===== config.mk =====
export PLATFORM = sky130hd
export DESIGN_NAME = pipe_top
export DESIGN_NICKNAME = d
export VERILOG_FILES = /design/src/verilog/pipe_pkg.sv /design/src/verilog/reg_file.sv /design/src/verilog/insn_decode.sv /design/src/verilog/operand_stage.sv /design/src/verilog/alu_exec.sv /design/src/verilog/pipe_top.sv
export VERILOG_INCLUDE_DIRS = /design/src /design/src/verilog
export SDC_FILE = /design/constraint.sdc
export NUM_CORES = 1
export LEC_CHECK = 0
export BUFFER_PORTS_ARGS = -buffer_cell sky130_fd_sc_hd__buf_2
export CAP_MARGIN = 20
export CORE_MARGIN = 4
export CORE_UTILIZATION = 58
export DETAILED_ROUTE_END_ITERATION = 7
export PLACE_DENSITY = 0.76
export SYNTH_ARGS = -nofsm -noshare
export SYNTH_HDL_FRONTEND = slang
export SYNTH_SLANG_ARGS = --single-unit

===== constraint.sdc =====
create_clock -name clk -period 3.95 [get_ports clk]
set_input_delay 0.1975 -clock clk [delete_from_list [all_inputs] [get_ports clk]]
set_output_delay 0.1975 -clock clk [all_outputs]
set_load 0.01 [all_outputs]

===== src/verilog/pipe_defines.svh =====
//////////////////////////////////////////////////
// Datapath sizes shared by every pipeline stage
// PIPE_REG_COUNT must equal 2**PIPE_REG_AW
//////////////////////////////////////////////////
`ifndef PIPE_DEFINES_SVH
`define PIPE_DEFINES_SVH

// Data and ALU operand width
`define PIPE_WIDTH 32

// Register file address width and depth
`define PIPE_REG_AW 4
`define PIPE_REG_COUNT 16

// Immediate field in the instruction word
`define PIPE_IMM_W 16

// Opcode field in the instruction word
`define PIPE_OP_W 4

`endif


===== src/verilog/pipe_pkg.sv =====
//////////////////////////////////////////////////
// Opcodes, operand selects and stage records
// Opcode codes not listed here decode as NOP
//////////////////////////////////////////////////
`include "pipe_defines.svh"

package pipe_pkg;

	// ALU opcodes, taken from instruction bits 31..28
	typedef enum logic [`PIPE_OP_W-1:0] {
		NOP  = 4'd0,
		ADD  = 4'd1,
		SUB  = 4'd2,
		AND  = 4'd3,
		OR   = 4'd4,
		XOR  = 4'd5,
		ADDI = 4'd6,
		ORI  = 4'd7
	} alu_op_e;

	// Operand source chosen by decode
	typedef enum logic [1:0] {
		SEL_RF      = 2'd0,
		SEL_IMM     = 2'd1,
		SEL_EX_FORW = 2'd2,
		SEL_WB_FORW = 2'd3
	} opnd_sel_e;

	// Decode to EX control, all zero is a bubble
	typedef struct packed {
		logic                    valid;
		alu_op_e                 op;
		logic [`PIPE_REG_AW-1:0] rd;
	} id_ctrl_t;

	// Writeback register contents
	typedef struct packed {
		logic                    valid;
		logic [`PIPE_REG_AW-1:0] rd;
		logic [`PIPE_WIDTH-1:0]  result;
	} ex_wb_t;

endpackage


===== src/verilog/reg_file.sv =====
//////////////////////////////////////////////////
// 16 x 32 register file, two async read ports
// No write-to-read bypass, r0 always reads zero
//////////////////////////////////////////////////
`timescale 1ns/1ns
`include "pipe_defines.svh"

module reg_file (
	input  logic                    clk,
	input  logic                    rst_n,
	// Read ports
	input  logic [`PIPE_REG_AW-1:0] ra,
	input  logic [`PIPE_REG_AW-1:0] rb,
	output logic [`PIPE_WIDTH-1:0]  rf_data_a,
	output logic [`PIPE_WIDTH-1:0]  rf_data_b,
	// Write port from WB
	input  logic                    we,
	input  logic [`PIPE_REG_AW-1:0] wa,
	input  logic [`PIPE_WIDTH-1:0]  wd
);

	// Register array
	logic [`PIPE_WIDTH-1:0] mem [`PIPE_REG_COUNT];

	//////////////////////////////////////////////////
	// Write port
	//////////////////////////////////////////////////
	always_ff @(posedge clk) begin
		if (!rst_n) begin
			// Whole array cleared so early reads see zero
			for (int i = 0; i < `PIPE_REG_COUNT; i++)
				mem[i] <= '0;
		end else if (we && wa != '0) begin
			// r0 is never written
			mem[wa] <= wd;
		end
	end

	//////////////////////////////////////////////////
	// Read ports
	//////////////////////////////////////////////////

	// Old value during a write cycle, WB forward covers it
	assign rf_data_a = mem[ra];
	assign rf_data_b = mem[rb];

endmodule


===== src/verilog/insn_decode.sv =====
//////////////////////////////////////////////////
// Instruction register and decode stage
// Forwarding priority is EX first, then WB
// r0 never forwards, unknown opcodes act as NOP
//////////////////////////////////////////////////
`timescale 1ns/1ns
`include "pipe_defines.svh"

module insn_decode (
	input  logic                    clk,
	input  logic                    rst_n,
	input  logic                    id_freeze,
	input  logic [`PIPE_WIDTH-1:0]  insn,
	// Register addresses and read data
	output logic [`PIPE_REG_AW-1:0] ra,
	output logic [`PIPE_REG_AW-1:0] rb,
	output logic [`PIPE_WIDTH-1:0]  rf_data_a,
	output logic [`PIPE_WIDTH-1:0]  rf_data_b,
	// Register file write port from WB
	input  logic                    wb_we,
	input  logic [`PIPE_REG_AW-1:0] wb_addr,
	input  logic [`PIPE_WIDTH-1:0]  wb_data,
	// To operand stage
	output logic [`PIPE_WIDTH-1:0]  imm_ext,
	output pipe_pkg::opnd_sel_e     sel_a,
	output pipe_pkg::opnd_sel_e     sel_b,
	output pipe_pkg::id_ctrl_t      id_ctrl,
	// Destinations further down the pipe
	input  logic                    ex_rd_valid,
	input  logic [`PIPE_REG_AW-1:0] ex_rd,
	input  logic                    wb_rd_valid,
	input  logic [`PIPE_REG_AW-1:0] wb_rd
);

	logic [`PIPE_WIDTH-1:0] ir;
	logic [`PIPE_IMM_W-1:0] imm;
	pipe_pkg::alu_op_e      op_raw;
	pipe_pkg::alu_op_e      op;

	// Source select for one register operand
	function automatic pipe_pkg::opnd_sel_e fwd_sel(
		input logic [`PIPE_REG_AW-1:0] src,
		input logic                    ex_v,
		input logic [`PIPE_REG_AW-1:0] ex_r,
		input logic                    wb_v,
		input logic [`PIPE_REG_AW-1:0] wb_r
	);
		if (src == '0)
			return pipe_pkg::SEL_RF;
		if (ex_v && ex_r == src)
			return pipe_pkg::SEL_EX_FORW;
		if (wb_v && wb_r == src)
			return pipe_pkg::SEL_WB_FORW;
		return pipe_pkg::SEL_RF;
	endfunction

	// Instruction register, held while ID is frozen
	always_ff @(posedge clk) begin
		if (!rst_n)
			ir <= '0;
		else if (!id_freeze)
			ir <= insn;
	end

	//////////////////////////////////////////////////
	// Field decode
	//////////////////////////////////////////////////
	assign ra  = ir[23:20];
	assign rb  = ir[19:16];
	assign imm = ir[`PIPE_IMM_W-1:0];

	always_comb begin
		op_raw = pipe_pkg::alu_op_e'(ir[31:28]);
		case (op_raw)
			pipe_pkg::ADD, pipe_pkg::SUB, pipe_pkg::AND, pipe_pkg::OR,
			pipe_pkg::XOR, pipe_pkg::ADDI, pipe_pkg::ORI:
				op = op_raw;
			default:
				op = pipe_pkg::NOP;
		endcase
	end

	// ADDI sign-extends, ORI and the rest zero-extend
	assign imm_ext = (op == pipe_pkg::ADDI) ?
		{{(`PIPE_WIDTH-`PIPE_IMM_W){imm[`PIPE_IMM_W-1]}}, imm} :
		{{(`PIPE_WIDTH-`PIPE_IMM_W){1'b0}}, imm};

	// Forwarding selects, immediate forms take B from imm_ext
	always_comb begin
		sel_a = fwd_sel(ra, ex_rd_valid, ex_rd, wb_rd_valid, wb_rd);
		if (op == pipe_pkg::ADDI || op == pipe_pkg::ORI)
			sel_b = pipe_pkg::SEL_IMM;
		else
			sel_b = fwd_sel(rb, ex_rd_valid, ex_rd, wb_rd_valid, wb_rd);
	end

	// NOP carries no valid bit so it never writes back
	assign id_ctrl.valid = (op != pipe_pkg::NOP);
	assign id_ctrl.op    = op;
	assign id_ctrl.rd    = ir[27:24];

	// Register file, read data goes straight out
	reg_file u_rf (
		.clk       (clk),
		.rst_n     (rst_n),
		.ra        (ra),
		.rb        (rb),
		.rf_data_a (rf_data_a),
		.rf_data_b (rf_data_b),
		.we        (wb_we),
		.wa        (wb_addr),
		.wd        (wb_data)
	);

endmodule


===== src/verilog/operand_stage.sv =====
//////////////////////////////////////////////////
// Operand muxes and EX input registers
// ex_freeze may only be high while id_freeze is
// A held instruction has its operands saved once
//////////////////////////////////////////////////
`timescale 1ns/1ns
`include "pipe_defines.svh"

module operand_stage (
	input  logic                   clk,
	input  logic                   rst_n,
	input  logic                   id_freeze,
	input  logic                   ex_freeze,
	// Operand sources
	input  logic [`PIPE_WIDTH-1:0] rf_data_a,
	input  logic [`PIPE_WIDTH-1:0] rf_data_b,
	input  logic [`PIPE_WIDTH-1:0] ex_forw,
	input  logic [`PIPE_WIDTH-1:0] wb_forw,
	input  logic [`PIPE_WIDTH-1:0] imm_ext,
	input  pipe_pkg::opnd_sel_e    sel_a,
	input  pipe_pkg::opnd_sel_e    sel_b,
	input  pipe_pkg::id_ctrl_t     id_ctrl,
	// EX stage inputs
	output logic [`PIPE_WIDTH-1:0] operand_a,
	output logic [`PIPE_WIDTH-1:0] operand_b,
	output pipe_pkg::id_ctrl_t     ex_ctrl
);

	// Index 0 is operand A, index 1 is operand B
	logic [`PIPE_WIDTH-1:0] muxed [2];
	logic [`PIPE_WIDTH-1:0] operand_q [2];
	logic [1:0]             saved;

	// One operand source mux
	function automatic logic [`PIPE_WIDTH-1:0] opnd_mux(
		input pipe_pkg::opnd_sel_e    sel,
		input logic [`PIPE_WIDTH-1:0] rf,
		input logic [`PIPE_WIDTH-1:0] exf,
		input logic [`PIPE_WIDTH-1:0] wbf,
		input logic [`PIPE_WIDTH-1:0] imm
	);
		case (sel)
			pipe_pkg::SEL_IMM:     return imm;
			pipe_pkg::SEL_EX_FORW: return exf;
			pipe_pkg::SEL_WB_FORW: return wbf;
			default:               return rf;
		endcase
	endfunction

	//////////////////////////////////////////////////
	// Source muxes
	//////////////////////////////////////////////////

	// Decode never selects the immediate for A
	always_comb begin
		muxed[0] = opnd_mux(sel_a, rf_data_a, ex_forw, wb_forw, imm_ext);
		muxed[1] = opnd_mux(sel_b, rf_data_b, ex_forw, wb_forw, imm_ext);
	end

	//////////////////////////////////////////////////
	// Operand registers with save flags
	//////////////////////////////////////////////////
	always_ff @(posedge clk) begin
		for (int i = 0; i < 2; i++) begin
			if (!rst_n) begin
				operand_q[i] <= '0;
				saved[i]     <= 1'b0;
			end else if (!ex_freeze && id_freeze && !saved[i]) begin
				// First ID freeze cycle, capture while sources are current
				operand_q[i] <= muxed[i];
				saved[i]     <= 1'b1;
			end else if (!ex_freeze && !saved[i]) begin
				operand_q[i] <= muxed[i];
			end else if (!ex_freeze && !id_freeze) begin
				// Release, keep the saved value for this issue
				saved[i] <= 1'b0;
			end
		end
	end

	assign operand_a = operand_q[0];
	assign operand_b = operand_q[1];

	// EX control holds under ex_freeze, bubble while ID waits
	always_ff @(posedge clk) begin
		if (!rst_n)
			ex_ctrl <= '0;
		else if (!ex_freeze)
			ex_ctrl <= id_freeze ? '0 : id_ctrl;
	end

endmodule


===== src/verilog/alu_exec.sv =====
//////////////////////////////////////////////////
// ALU execute stage and writeback register
// ex_forw is combinational from the EX operands
//////////////////////////////////////////////////
`timescale 1ns/1ns
`include "pipe_defines.svh"

module alu_exec (
	input  logic                    clk,
	input  logic                    rst_n,
	input  logic                    ex_freeze,
	input  logic [`PIPE_WIDTH-1:0]  operand_a,
	input  logic [`PIPE_WIDTH-1:0]  operand_b,
	input  pipe_pkg::id_ctrl_t      ex_ctrl,
	// Forward value and EX destination for decode
	output logic [`PIPE_WIDTH-1:0]  ex_forw,
	output logic                    ex_rd_valid,
	output logic [`PIPE_REG_AW-1:0] ex_rd,
	// Writeback register
	output pipe_pkg::ex_wb_t        wb
);

	logic [`PIPE_WIDTH-1:0] alu_res;

	//////////////////////////////////////////////////
	// ALU
	//////////////////////////////////////////////////
	always_comb begin
		case (ex_ctrl.op)
			pipe_pkg::ADD,
			pipe_pkg::ADDI: alu_res = operand_a + operand_b;
			pipe_pkg::SUB:  alu_res = operand_a - operand_b;
			pipe_pkg::AND:  alu_res = operand_a & operand_b;
			pipe_pkg::OR,
			pipe_pkg::ORI:  alu_res = operand_a | operand_b;
			pipe_pkg::XOR:  alu_res = operand_a ^ operand_b;
			// NOP and bubbles
			default:        alu_res = '0;
		endcase
	end

	// Result forwarded to the operand muxes in the same cycle
	assign ex_forw     = alu_res;
	assign ex_rd_valid = ex_ctrl.valid;
	assign ex_rd       = ex_ctrl.rd;

	//////////////////////////////////////////////////
	// Writeback register
	//////////////////////////////////////////////////
	always_ff @(posedge clk) begin
		if (!rst_n) begin
			wb <= '0;
		end else if (ex_freeze) begin
			// EX holds its instruction, so WB must not repeat it
			wb <= '0;
		end else begin
			wb.valid  <= ex_ctrl.valid;
			wb.rd     <= ex_ctrl.rd;
			wb.result <= alu_res;
		end
	end

endmodule


===== src/verilog/pipe_top.sv =====
//////////////////////////////////////////////////
// Four stage integer pipeline, no hazard unit
// Freezes are plain levels from the environment
//////////////////////////////////////////////////
`timescale 1ns/1ns
`include "pipe_defines.svh"

module pipe_top (
	input  logic                    clk,
	input  logic                    rst_n,
	input  logic [`PIPE_WIDTH-1:0]  insn,
	input  logic                    id_freeze,
	input  logic                    ex_freeze,
	output logic                    wb_we,
	output logic [`PIPE_REG_AW-1:0] wb_addr,
	output logic [`PIPE_WIDTH-1:0]  wb_data
);

	// Decode to operand stage
	logic [`PIPE_WIDTH-1:0]  rf_data_a;
	logic [`PIPE_WIDTH-1:0]  rf_data_b;
	logic [`PIPE_WIDTH-1:0]  imm_ext;
	pipe_pkg::opnd_sel_e     sel_a;
	pipe_pkg::opnd_sel_e     sel_b;
	pipe_pkg::id_ctrl_t      id_ctrl;

	// Operand stage to EX
	logic [`PIPE_WIDTH-1:0]  operand_a;
	logic [`PIPE_WIDTH-1:0]  operand_b;
	pipe_pkg::id_ctrl_t      ex_ctrl;

	// EX and WB feedback
	logic [`PIPE_WIDTH-1:0]  ex_forw;
	logic                    ex_rd_valid;
	logic [`PIPE_REG_AW-1:0] ex_rd;
	pipe_pkg::ex_wb_t        wb;

	// WB register drives the outputs and the register file port
	assign wb_we   = wb.valid;
	assign wb_addr = wb.rd;
	assign wb_data = wb.result;

	// Read addresses stay inside decode
	insn_decode u_decode (
		.clk         (clk),
		.rst_n       (rst_n),
		.id_freeze   (id_freeze),
		.insn        (insn),
		.ra          (),
		.rb          (),
		.rf_data_a   (rf_data_a),
		.rf_data_b   (rf_data_b),
		.wb_we       (wb_we),
		.wb_addr     (wb_addr),
		.wb_data     (wb_data),
		.imm_ext     (imm_ext),
		.sel_a       (sel_a),
		.sel_b       (sel_b),
		.id_ctrl     (id_ctrl),
		.ex_rd_valid (ex_rd_valid),
		.ex_rd       (ex_rd),
		.wb_rd_valid (wb.valid),
		.wb_rd       (wb.rd)
	);

	operand_stage u_opnd (
		.clk       (clk),
		.rst_n     (rst_n),
		.id_freeze (id_freeze),
		.ex_freeze (ex_freeze),
		.rf_data_a (rf_data_a),
		.rf_data_b (rf_data_b),
		.ex_forw   (ex_forw),
		.wb_forw   (wb.result),
		.imm_ext   (imm_ext),
		.sel_a     (sel_a),
		.sel_b     (sel_b),
		.id_ctrl   (id_ctrl),
		.operand_a (operand_a),
		.operand_b (operand_b),
		.ex_ctrl   (ex_ctrl)
	);

	alu_exec u_exec (
		.clk         (clk),
		.rst_n       (rst_n),
		.ex_freeze   (ex_freeze),
		.operand_a   (operand_a),
		.operand_b   (operand_b),
		.ex_ctrl     (ex_ctrl),
		.ex_forw     (ex_forw),
		.ex_rd_valid (ex_rd_valid),
		.ex_rd       (ex_rd),
		.wb          (wb)
	);

endmodule


==> flow_metrics.env, run 1 <==
export IMPL_outcome="finished, violations left"
export IMPL_failed_checks="setup timing"
export IMPL_antenna_found_initial=6
export IMPL_fin_area_mm2=0.0436
export IMPL_grt_start_max_net_pins=57
export IMPL_yosys_warnings=0
export IMPL_drive_above_1_share_pct=32.6
export IMPL_finalSetupTns_ns=-19.81
export IMPL_rsz0062_at_grt="true"
export IMPL_hold_path_class="in -> reg"
export IMPL_hold_viol_final=0
export IMPL_syn_inst=2695
export IMPL_ios=73
export IMPL_dr_pass1_iters=8
export IMPL_grt_pass1_wl_um=173000
export IMPL_fp_dieH_um=260
export IMPL_period_share_pct=113
export IMPL_design_core_area_mm2=0.0630
export IMPL_slew_headroom_pct=24.4
export IMPL_fillCellCount=4168
export IMPL_vias=26800
export IMPL_wl_met1_um=41400
export IMPL_finalWirelength_um=119000
export IMPL_skew_ns=0.0273
export IMPL_post_dp_cell_area_mm2=0.0398
export IMPL_drc=0
export IMPL_nets=3114
export IMPL_p_per_area_mw_per_mm2=402
export IMPL_dp_hpwl_um=74600
export IMPL_die_w_um=260
export IMPL_std_cell_rows=92
export IMPL_root_buffer="clkbuf_16"
export IMPL_grtUsageTotal_pct=35.0
export IMPL_numCtsBuffers=71
export IMPL_overflow=0
export IMPL_power_frac_comb_pct=16.5
export IMPL_period_minus_slack_ns=4.47
export IMPL_avgSynthCellArea_um2=13.7
export IMPL_worstSetupEndpointType="register"
export IMPL_required_ns=4.28
export IMPL_postRouteAntennaNets=0
export IMPL_top_layer="met5"
export IMPL_initial_utilization_pct=58.5
export IMPL_seqCellArea_mm2=0.0191
export IMPL_start_kind="register"
export IMPL_p_int_mw=13.0
export IMPL_grt_pass1_vias=26900
export IMPL_fmax_mhz=224
export IMPL_wl_met2_um=56100
export IMPL_p_sw_mw=4.53
export IMPL_multi_input_area_mm2=0.0177
export IMPL_clock_latency_ns=0.62
export IMPL_ys_seq_elements=664
export IMPL_ir_drop_uv=275
export IMPL_cts_sinks=664
export IMPL_async_flop_share_pct=0
export IMPL_tightest_slew_ns=1.13
export IMPL_area_growth_pct=18.5
export IMPL_clkPwrFrac_pct=36.8
export IMPL_post_drt_wl_per_cell_um=30.6
export IMPL_arrival_ns=4.80
export IMPL_place_ws_ns=-0.585
export IMPL_cts_tree="built"
export IMPL_drv_cap=0
export IMPL_drt_iter0_drc=4222
export IMPL_synth_area_leader_cell="edfxtp_1"
export IMPL_viasPerCell=6.91
export IMPL_port_buffer_count=72
export IMPL_synth_edff_count=576
export IMPL_synth_area_leaders="edfxtp_1 47%, mux4_2 20%, and2_1 8.2%"
export IMPL_leakagePower_nw=16.0
export IMPL_power_frac_seq_pct=46.8
export IMPL_worst_slack_ns=-0.518
export IMPL_die_area_mm2=0.0676
export IMPL_final_util_pct=69.3
export IMPL_swShare_pct=25.8
export IMPL_critPathKind="reg -> reg"
export IMPL_place_congestion=0.944
export IMPL_slew_violations=0
export IMPL_crit_fanout=3
export IMPL_setup_viol=61
export IMPL_synth_distinct_cells=69
export IMPL_h_tree_depth=3
export IMPL_netlist_area_leader_share_pct=47.0
export IMPL_ys_flop_type="edfxtp_1"
export IMPL_syn_cell_area_mm2=0.0368
export IMPL_clk_pin_slew_worst_paths_ns=0.06
export IMPL_ys_seq_area_share_pct=51.8
export IMPL_clockBufferDepth=3
export IMPL_dr_wl_met3_um=14700
==> kinds of logic after synthesis <==
family | Yosys count | share of synthesized area [%]
fa+ha+maj | 97 | 3.32
mux | 360 | 20.7
flops | 664 | 51.8
xor+xnor | 66 | 1.57
simple gates | 824 | 12.6
compound gates | 382 | 6.82
buf+inv | 301 | 3.21
other cells | 1 | 0.0102
==> cells in the mapped netlist (all sizes together), types with 44 or more instances <==
| cell type | count |
|---|---|
| a21oi | 88 |
| a22oi | 44 |
| and2 | 481 |
| buf | 55 |
| clkbuf | 172 |
| dfxtp | 88 |
| edfxtp | 576 |
| ha | 96 |
| inv | 73 |
| mux4 | 320 |
| nand2 | 75 |
| nor2 | 133 |
| o21ai | 107 |
| xnor2 | 50 |
==> flip-flops by register name, indices dropped and copies added, names as in the netlist, named ones only <==
register	flops
u_decode.u_rf.mem	512
u_opnd.operand_q	64
u_exec.wb	37
u_decode.ir	32
u_opnd.ex_ctrl	9
u_opnd.saved	2
==> metal layers <==
metal | up-vias | track usage, %
met5 | - | 0
met4 | 4 | 16.9
met3 | 470 | 8.18
met2 | 2059 | 56.0
met1 | 13400 | 45.6
li1 | 10900 | -
==> worst max-delay path, cell delays in order, from the launching register on <==
cell and delay [ns]:
edfxtp_1 0.42, nor2_2 0.21, nand2_4 0.06, or4_4 0.44, buf_4 0.15, buf_6 0.10, buf_6 0.11, o41ai_4 0.36
xnor2_1 0.13, ha_1 0.35, buf_6 0.12, and2_4 0.13, nand4_1 0.12, o311a_4 0.45, buf_6 0.13, o21ai_4 0.15
xnor2_2 0.14, o221ai_2 0.17, a222oi_1 0.31, nor2_1 0.12
==> power by group through the flow <==
stage               Clock [mW]  Sequential, mW  Combinational [mW]
finish                    6.45            8.20                2.89
global route              6.79            8.22                3.04
CTS                       6.47            8.19                2.70
detailed placement           0            8.33                2.43
global placement             0            8.30                2.39
floorplan                    0            8.19                1.54
==> path summary, 6_finish.rpt <==
check | start | to | slack (ns) | cells past startpoint
hold / removal | rst_n | u_opnd.ex_ctrl[7] | 0.04 | 2
setup / recovery | u_opnd.operand_q[1][2] | u_opnd.operand_q[0][18] | -0.52 | 19
setup reg to reg | u_opnd.operand_q[1][2] | u_opnd.operand_q[0][18] | -0.52 | 19
hold reg to reg | u_decode.ir[27] | u_opnd.ex_ctrl[3] | 0.50 | 2
==> area by class of cell <==
type	count	share of cell area [%]
sequential	664	43.7
multi-input combinational	1761	40.6
timing repair buffer	409	7.49
clock buffer	97	4.52
tap	846	2.43
inverter	74	0.639
clock inverter	27	0.522
antenna	5	0.0287
==> stage by stage <==
stage	power (mW)	cells	hold WS, ns
floorplan	9.73	2726	0.341
global placement	10.7	3668	0.426
detailed placement	10.8	3668	0.438
CTS	17.4	3863	0.0102
global route	18.1	3881	0.0202
finish	17.5	3883	0.0408
==> cells in the final DEF, fill, tap and decap left out, drive strengths merged, types with 8 or more instances in the layout <==
master and instances:
edfxtp 576, conb 32, o31ai 12, clkinv 19
a222oi 14, nand3 8, a21o 13, a221oi 20
and2 481, nor4 17, xnor2 50, ha 96
a31oi 11, nor3 35, o21ai 107, a22oi 44
inv 76, mux4 320, dlygate4sd3 33, nand2b 19
xor2 16, nand2 75, clkbuf 97, mux2i 40
nand4 16, a21oi 88, o22ai 8, dfxtp 88
a211oi 9, o221ai 14, nor3b 8, nor2 133
buf 376
==> what timing repair did <==
| action | in CTS | in global routing |
|---|---|---|
| gates cloned | 0 | 0 |
| pin swaps | 82 | 94 |
| setup endpoints to repair | 54 | 64 |
| resized for setup | 138 | 72 |
| setup buffers | 43 | 20 |
| hold buffers | 33 | 0 |
| hold endpoints to repair | 41 | 0 |
(Power assumes the default switching activity.)
==> inputs of run 2 (changes only) <==
--- a/config.mk
+++ b/config.mk
@@ -8,6 +8,7 @@
 export LEC_CHECK = 0
 export BUFFER_PORTS_ARGS = -buffer_cell sky130_fd_sc_hd__buf_2
 export CAP_MARGIN = 20
+export CORE_ASPECT_RATIO = 1.1
 export CORE_MARGIN = 4
 export CORE_UTILIZATION = 58
 export DETAILED_ROUTE_END_ITERATION = 7
==> flow_metrics.env, run 2 (synthesized netlist as in run 1, its figures left out) <==
export IMPL_cp_depth=19
export IMPL_place_congestion=0.946
export IMPL_start_kind="register"
export IMPL_reg2reg_depth=19
export IMPL_crit_fanout=5
export IMPL_area_growth_pct=17.7
export IMPL_fillCellCount=4077
export IMPL_drive_above_1_share_pct=31.4
export IMPL_worstReg2RegEnd="u_opnd.operand_q[0][25]"
export IMPL_total_power_mw=17.2
export IMPL_slew_headroom_pct=23.7
export IMPL_clockBufferDepth=3
export IMPL_postRouteAntennaNets=0
export IMPL_dr_pass1_iters=6
export IMPL_worst_slack_ns=-0.447
export IMPL_die_area_mm2=0.0676
export IMPL_grt_start_max_net_pins=51
export IMPL_drv_cap=0
export IMPL_drt_iter0_drc=3428
export IMPL_critPathKind="reg -> reg"
export IMPL_top_register="u_decode.u_rf.mem"
export IMPL_arrival_ns=4.72
export IMPL_fin_area_mm2=0.0433
export IMPL_setup_viol=46
export IMPL_fp_dieH_um=272
export IMPL_top_regs="u_decode.u_rf.mem (512), u_opnd.operand_q (64), u_exec.wb (37)"
export IMPL_h_tree_depth=3
export IMPL_outcome="finished, violations left"
export IMPL_crit_family="simple AND/OR/NAND/NOR gates"
export IMPL_skew_ns=0.0230
export IMPL_worstSetupEndpointType="register"
export IMPL_ios=73
export IMPL_crit_path_max_incr_delay_ns=0.44
export IMPL_fmax_mhz=227
export IMPL_tightest_slew_ns=1.14
export IMPL_std_cell_rows=96
export IMPL_hold_depth=3
export IMPL_port_buffer_count=72
export IMPL_slew_violations=0
export IMPL_place_ws_ns=-0.581
export IMPL_clk_pin_slew_worst_paths_ns=0.06
export IMPL_layout_cells_most_common="edfxtp_1"
export IMPL_period_minus_slack_ns=4.40
export IMPL_period_share_pct=111
export IMPL_overflow=0
export IMPL_grtUsageTotal_pct=34.6
export IMPL_design_core_area_mm2=0.0626
export IMPL_critical_path_buf_inv_count=2
export IMPL_holdWs_ns=0.0326
export IMPL_finalWirelength_um=117000
export IMPL_grt_pass1_vias=27200
export IMPL_nets=3086
export IMPL_antenna_found_initial=7
export IMPL_failed_checks="setup timing"
export IMPL_hold_viol_final=0
export IMPL_ir_drop_uv=282
export IMPL_die_w_um=248
export IMPL_crit_path_cell_trace="inv_2, ha_4, nand2_4, or4_4, or3_4, nor3b_4, buf_6, a41oi_2, xnor2_1, ha_2, nand4_1, nor2_2, nand2_1, o211a_1, o21ai_2, xnor2_2, o221ai_2, a222oi_1, nor2_1"
export IMPL_initial_utilization_pct=58.8
export IMPL_dp_hpwl_um=74200
export IMPL_root_buffer="clkbuf_16"
export IMPL_post_drt_wl_per_cell_um=30.4
export IMPL_vias=26500
export IMPL_cts_sinks=664
export IMPL_cts_tree="built"
export IMPL_largest_reg_flops=512
export IMPL_cp_slowest_cell="or4_4"
export IMPL_leakagePower_nw=15.8
export IMPL_numCtsBuffers=68
export IMPL_grt_pass1_wl_um=171000
export IMPL_rsz0062_at_grt="true"
export IMPL_viasPerCell=6.90
export IMPL_reg2reg_slack_ns=-0.45
export IMPL_post_dp_cell_area_mm2=0.0398
export IMPL_crit_start="u_opnd.operand_q[1][0]"
export IMPL_final_cell_mix="576 x edfxtp_1, 478 x and2_1, 320 x mux4_2, 244 x buf_4, 117 x nor2_1"
export IMPL_hold_path_class="in -> reg"
export IMPL_clock_latency_ns=0.62
export IMPL_p_per_area_mw_per_mm2=398
export IMPL_drc=0
export IMPL_r2r_start="u_opnd.operand_q[1][0]"
export IMPL_final_util_pct=69.2
export IMPL_required_ns=4.28
export IMPL_endpoint="u_opnd.operand_q[0][25]"
[run 2: report_power, final]
part | switching [mW] | internal (mW) | leakage, nW
clock network | 2.74 | 3.50 | 1.03
registers | 0.306 | 7.91 | 6.68
logic | 1.42 | 1.35 | 8.13
total | 4.47 | 12.8 | 15.8
[run 2: how the worst min path moves through the flow]
stage / startpoint / to / slack (ns)
finish: ex_freeze / u_opnd.ex_ctrl[4] / 0.03
detailed placement: insn[15] / u_decode.ir[15] / 0.44
global route: ex_freeze / u_opnd.ex_ctrl[6] / 0.05
CTS: ex_freeze / u_opnd.ex_ctrl[4] / 0.01
floorplan: insn[0] / u_decode.ir[0] / 0.34
global placement: insn[8] / u_decode.ir[8] / 0.43
[run 2: per-stage QoR]
stage	cells	TNS (ns)
after global placement	3646	-14.00
after global routing	3838	-19.45
after detailed placement	3646	-16.25
after floorplan	2726	-2.17
after CTS	3816	-9.81
final	3838	-11.90
[run 2: worst register-to-register path, cell delays in order, from the launching register on]
cell	delay, ns
edfxtp_1	0.40
inv_2	0.10
ha_4	0.15
nand2_4	0.04
or4_4	0.44
or3_4	0.37
nor3b_4	0.26
buf_6	0.16
a41oi_2	0.12
xnor2_1	0.16
ha_2	0.39
nand4_1	0.22
nor2_2	0.21
nand2_1	0.08
o211a_1	0.22
o21ai_2	0.08
xnor2_2	0.14
o221ai_2	0.16
a222oi_1	0.34
nor2_1	0.09
[run 2: layout make-up]
class                      count  area, µm²  area share [%]
sequential                   664      19100            44.0
clock buffer                  89       1880            4.35
tap                          833       1040            2.41
multi-input combinational   1761      17700            40.8
antenna                        1       2.50         0.00578
timing repair buffer         384       3120            7.19
clock inverter                32        226           0.523
inverter                      74        279           0.644
[run 2: layer usage]
layer / share of wire [%] / global-route usage [%]
met1: 34 / 43.7
met3: 12 / 7.35
met2: 48 / 56.7
met4: 6.5 / 18.3
met5: 0.011 / 0
[run 2: timing repair]
action | in CTS | in global routing
setup buffers | 18 | 22
pin swaps | 53 | 66
resized for setup | 79 | 100
gates cloned | 0 | 0
hold endpoints to repair | 38 | 0
hold buffers | 31 | 0
setup endpoints to repair | 55 | 58
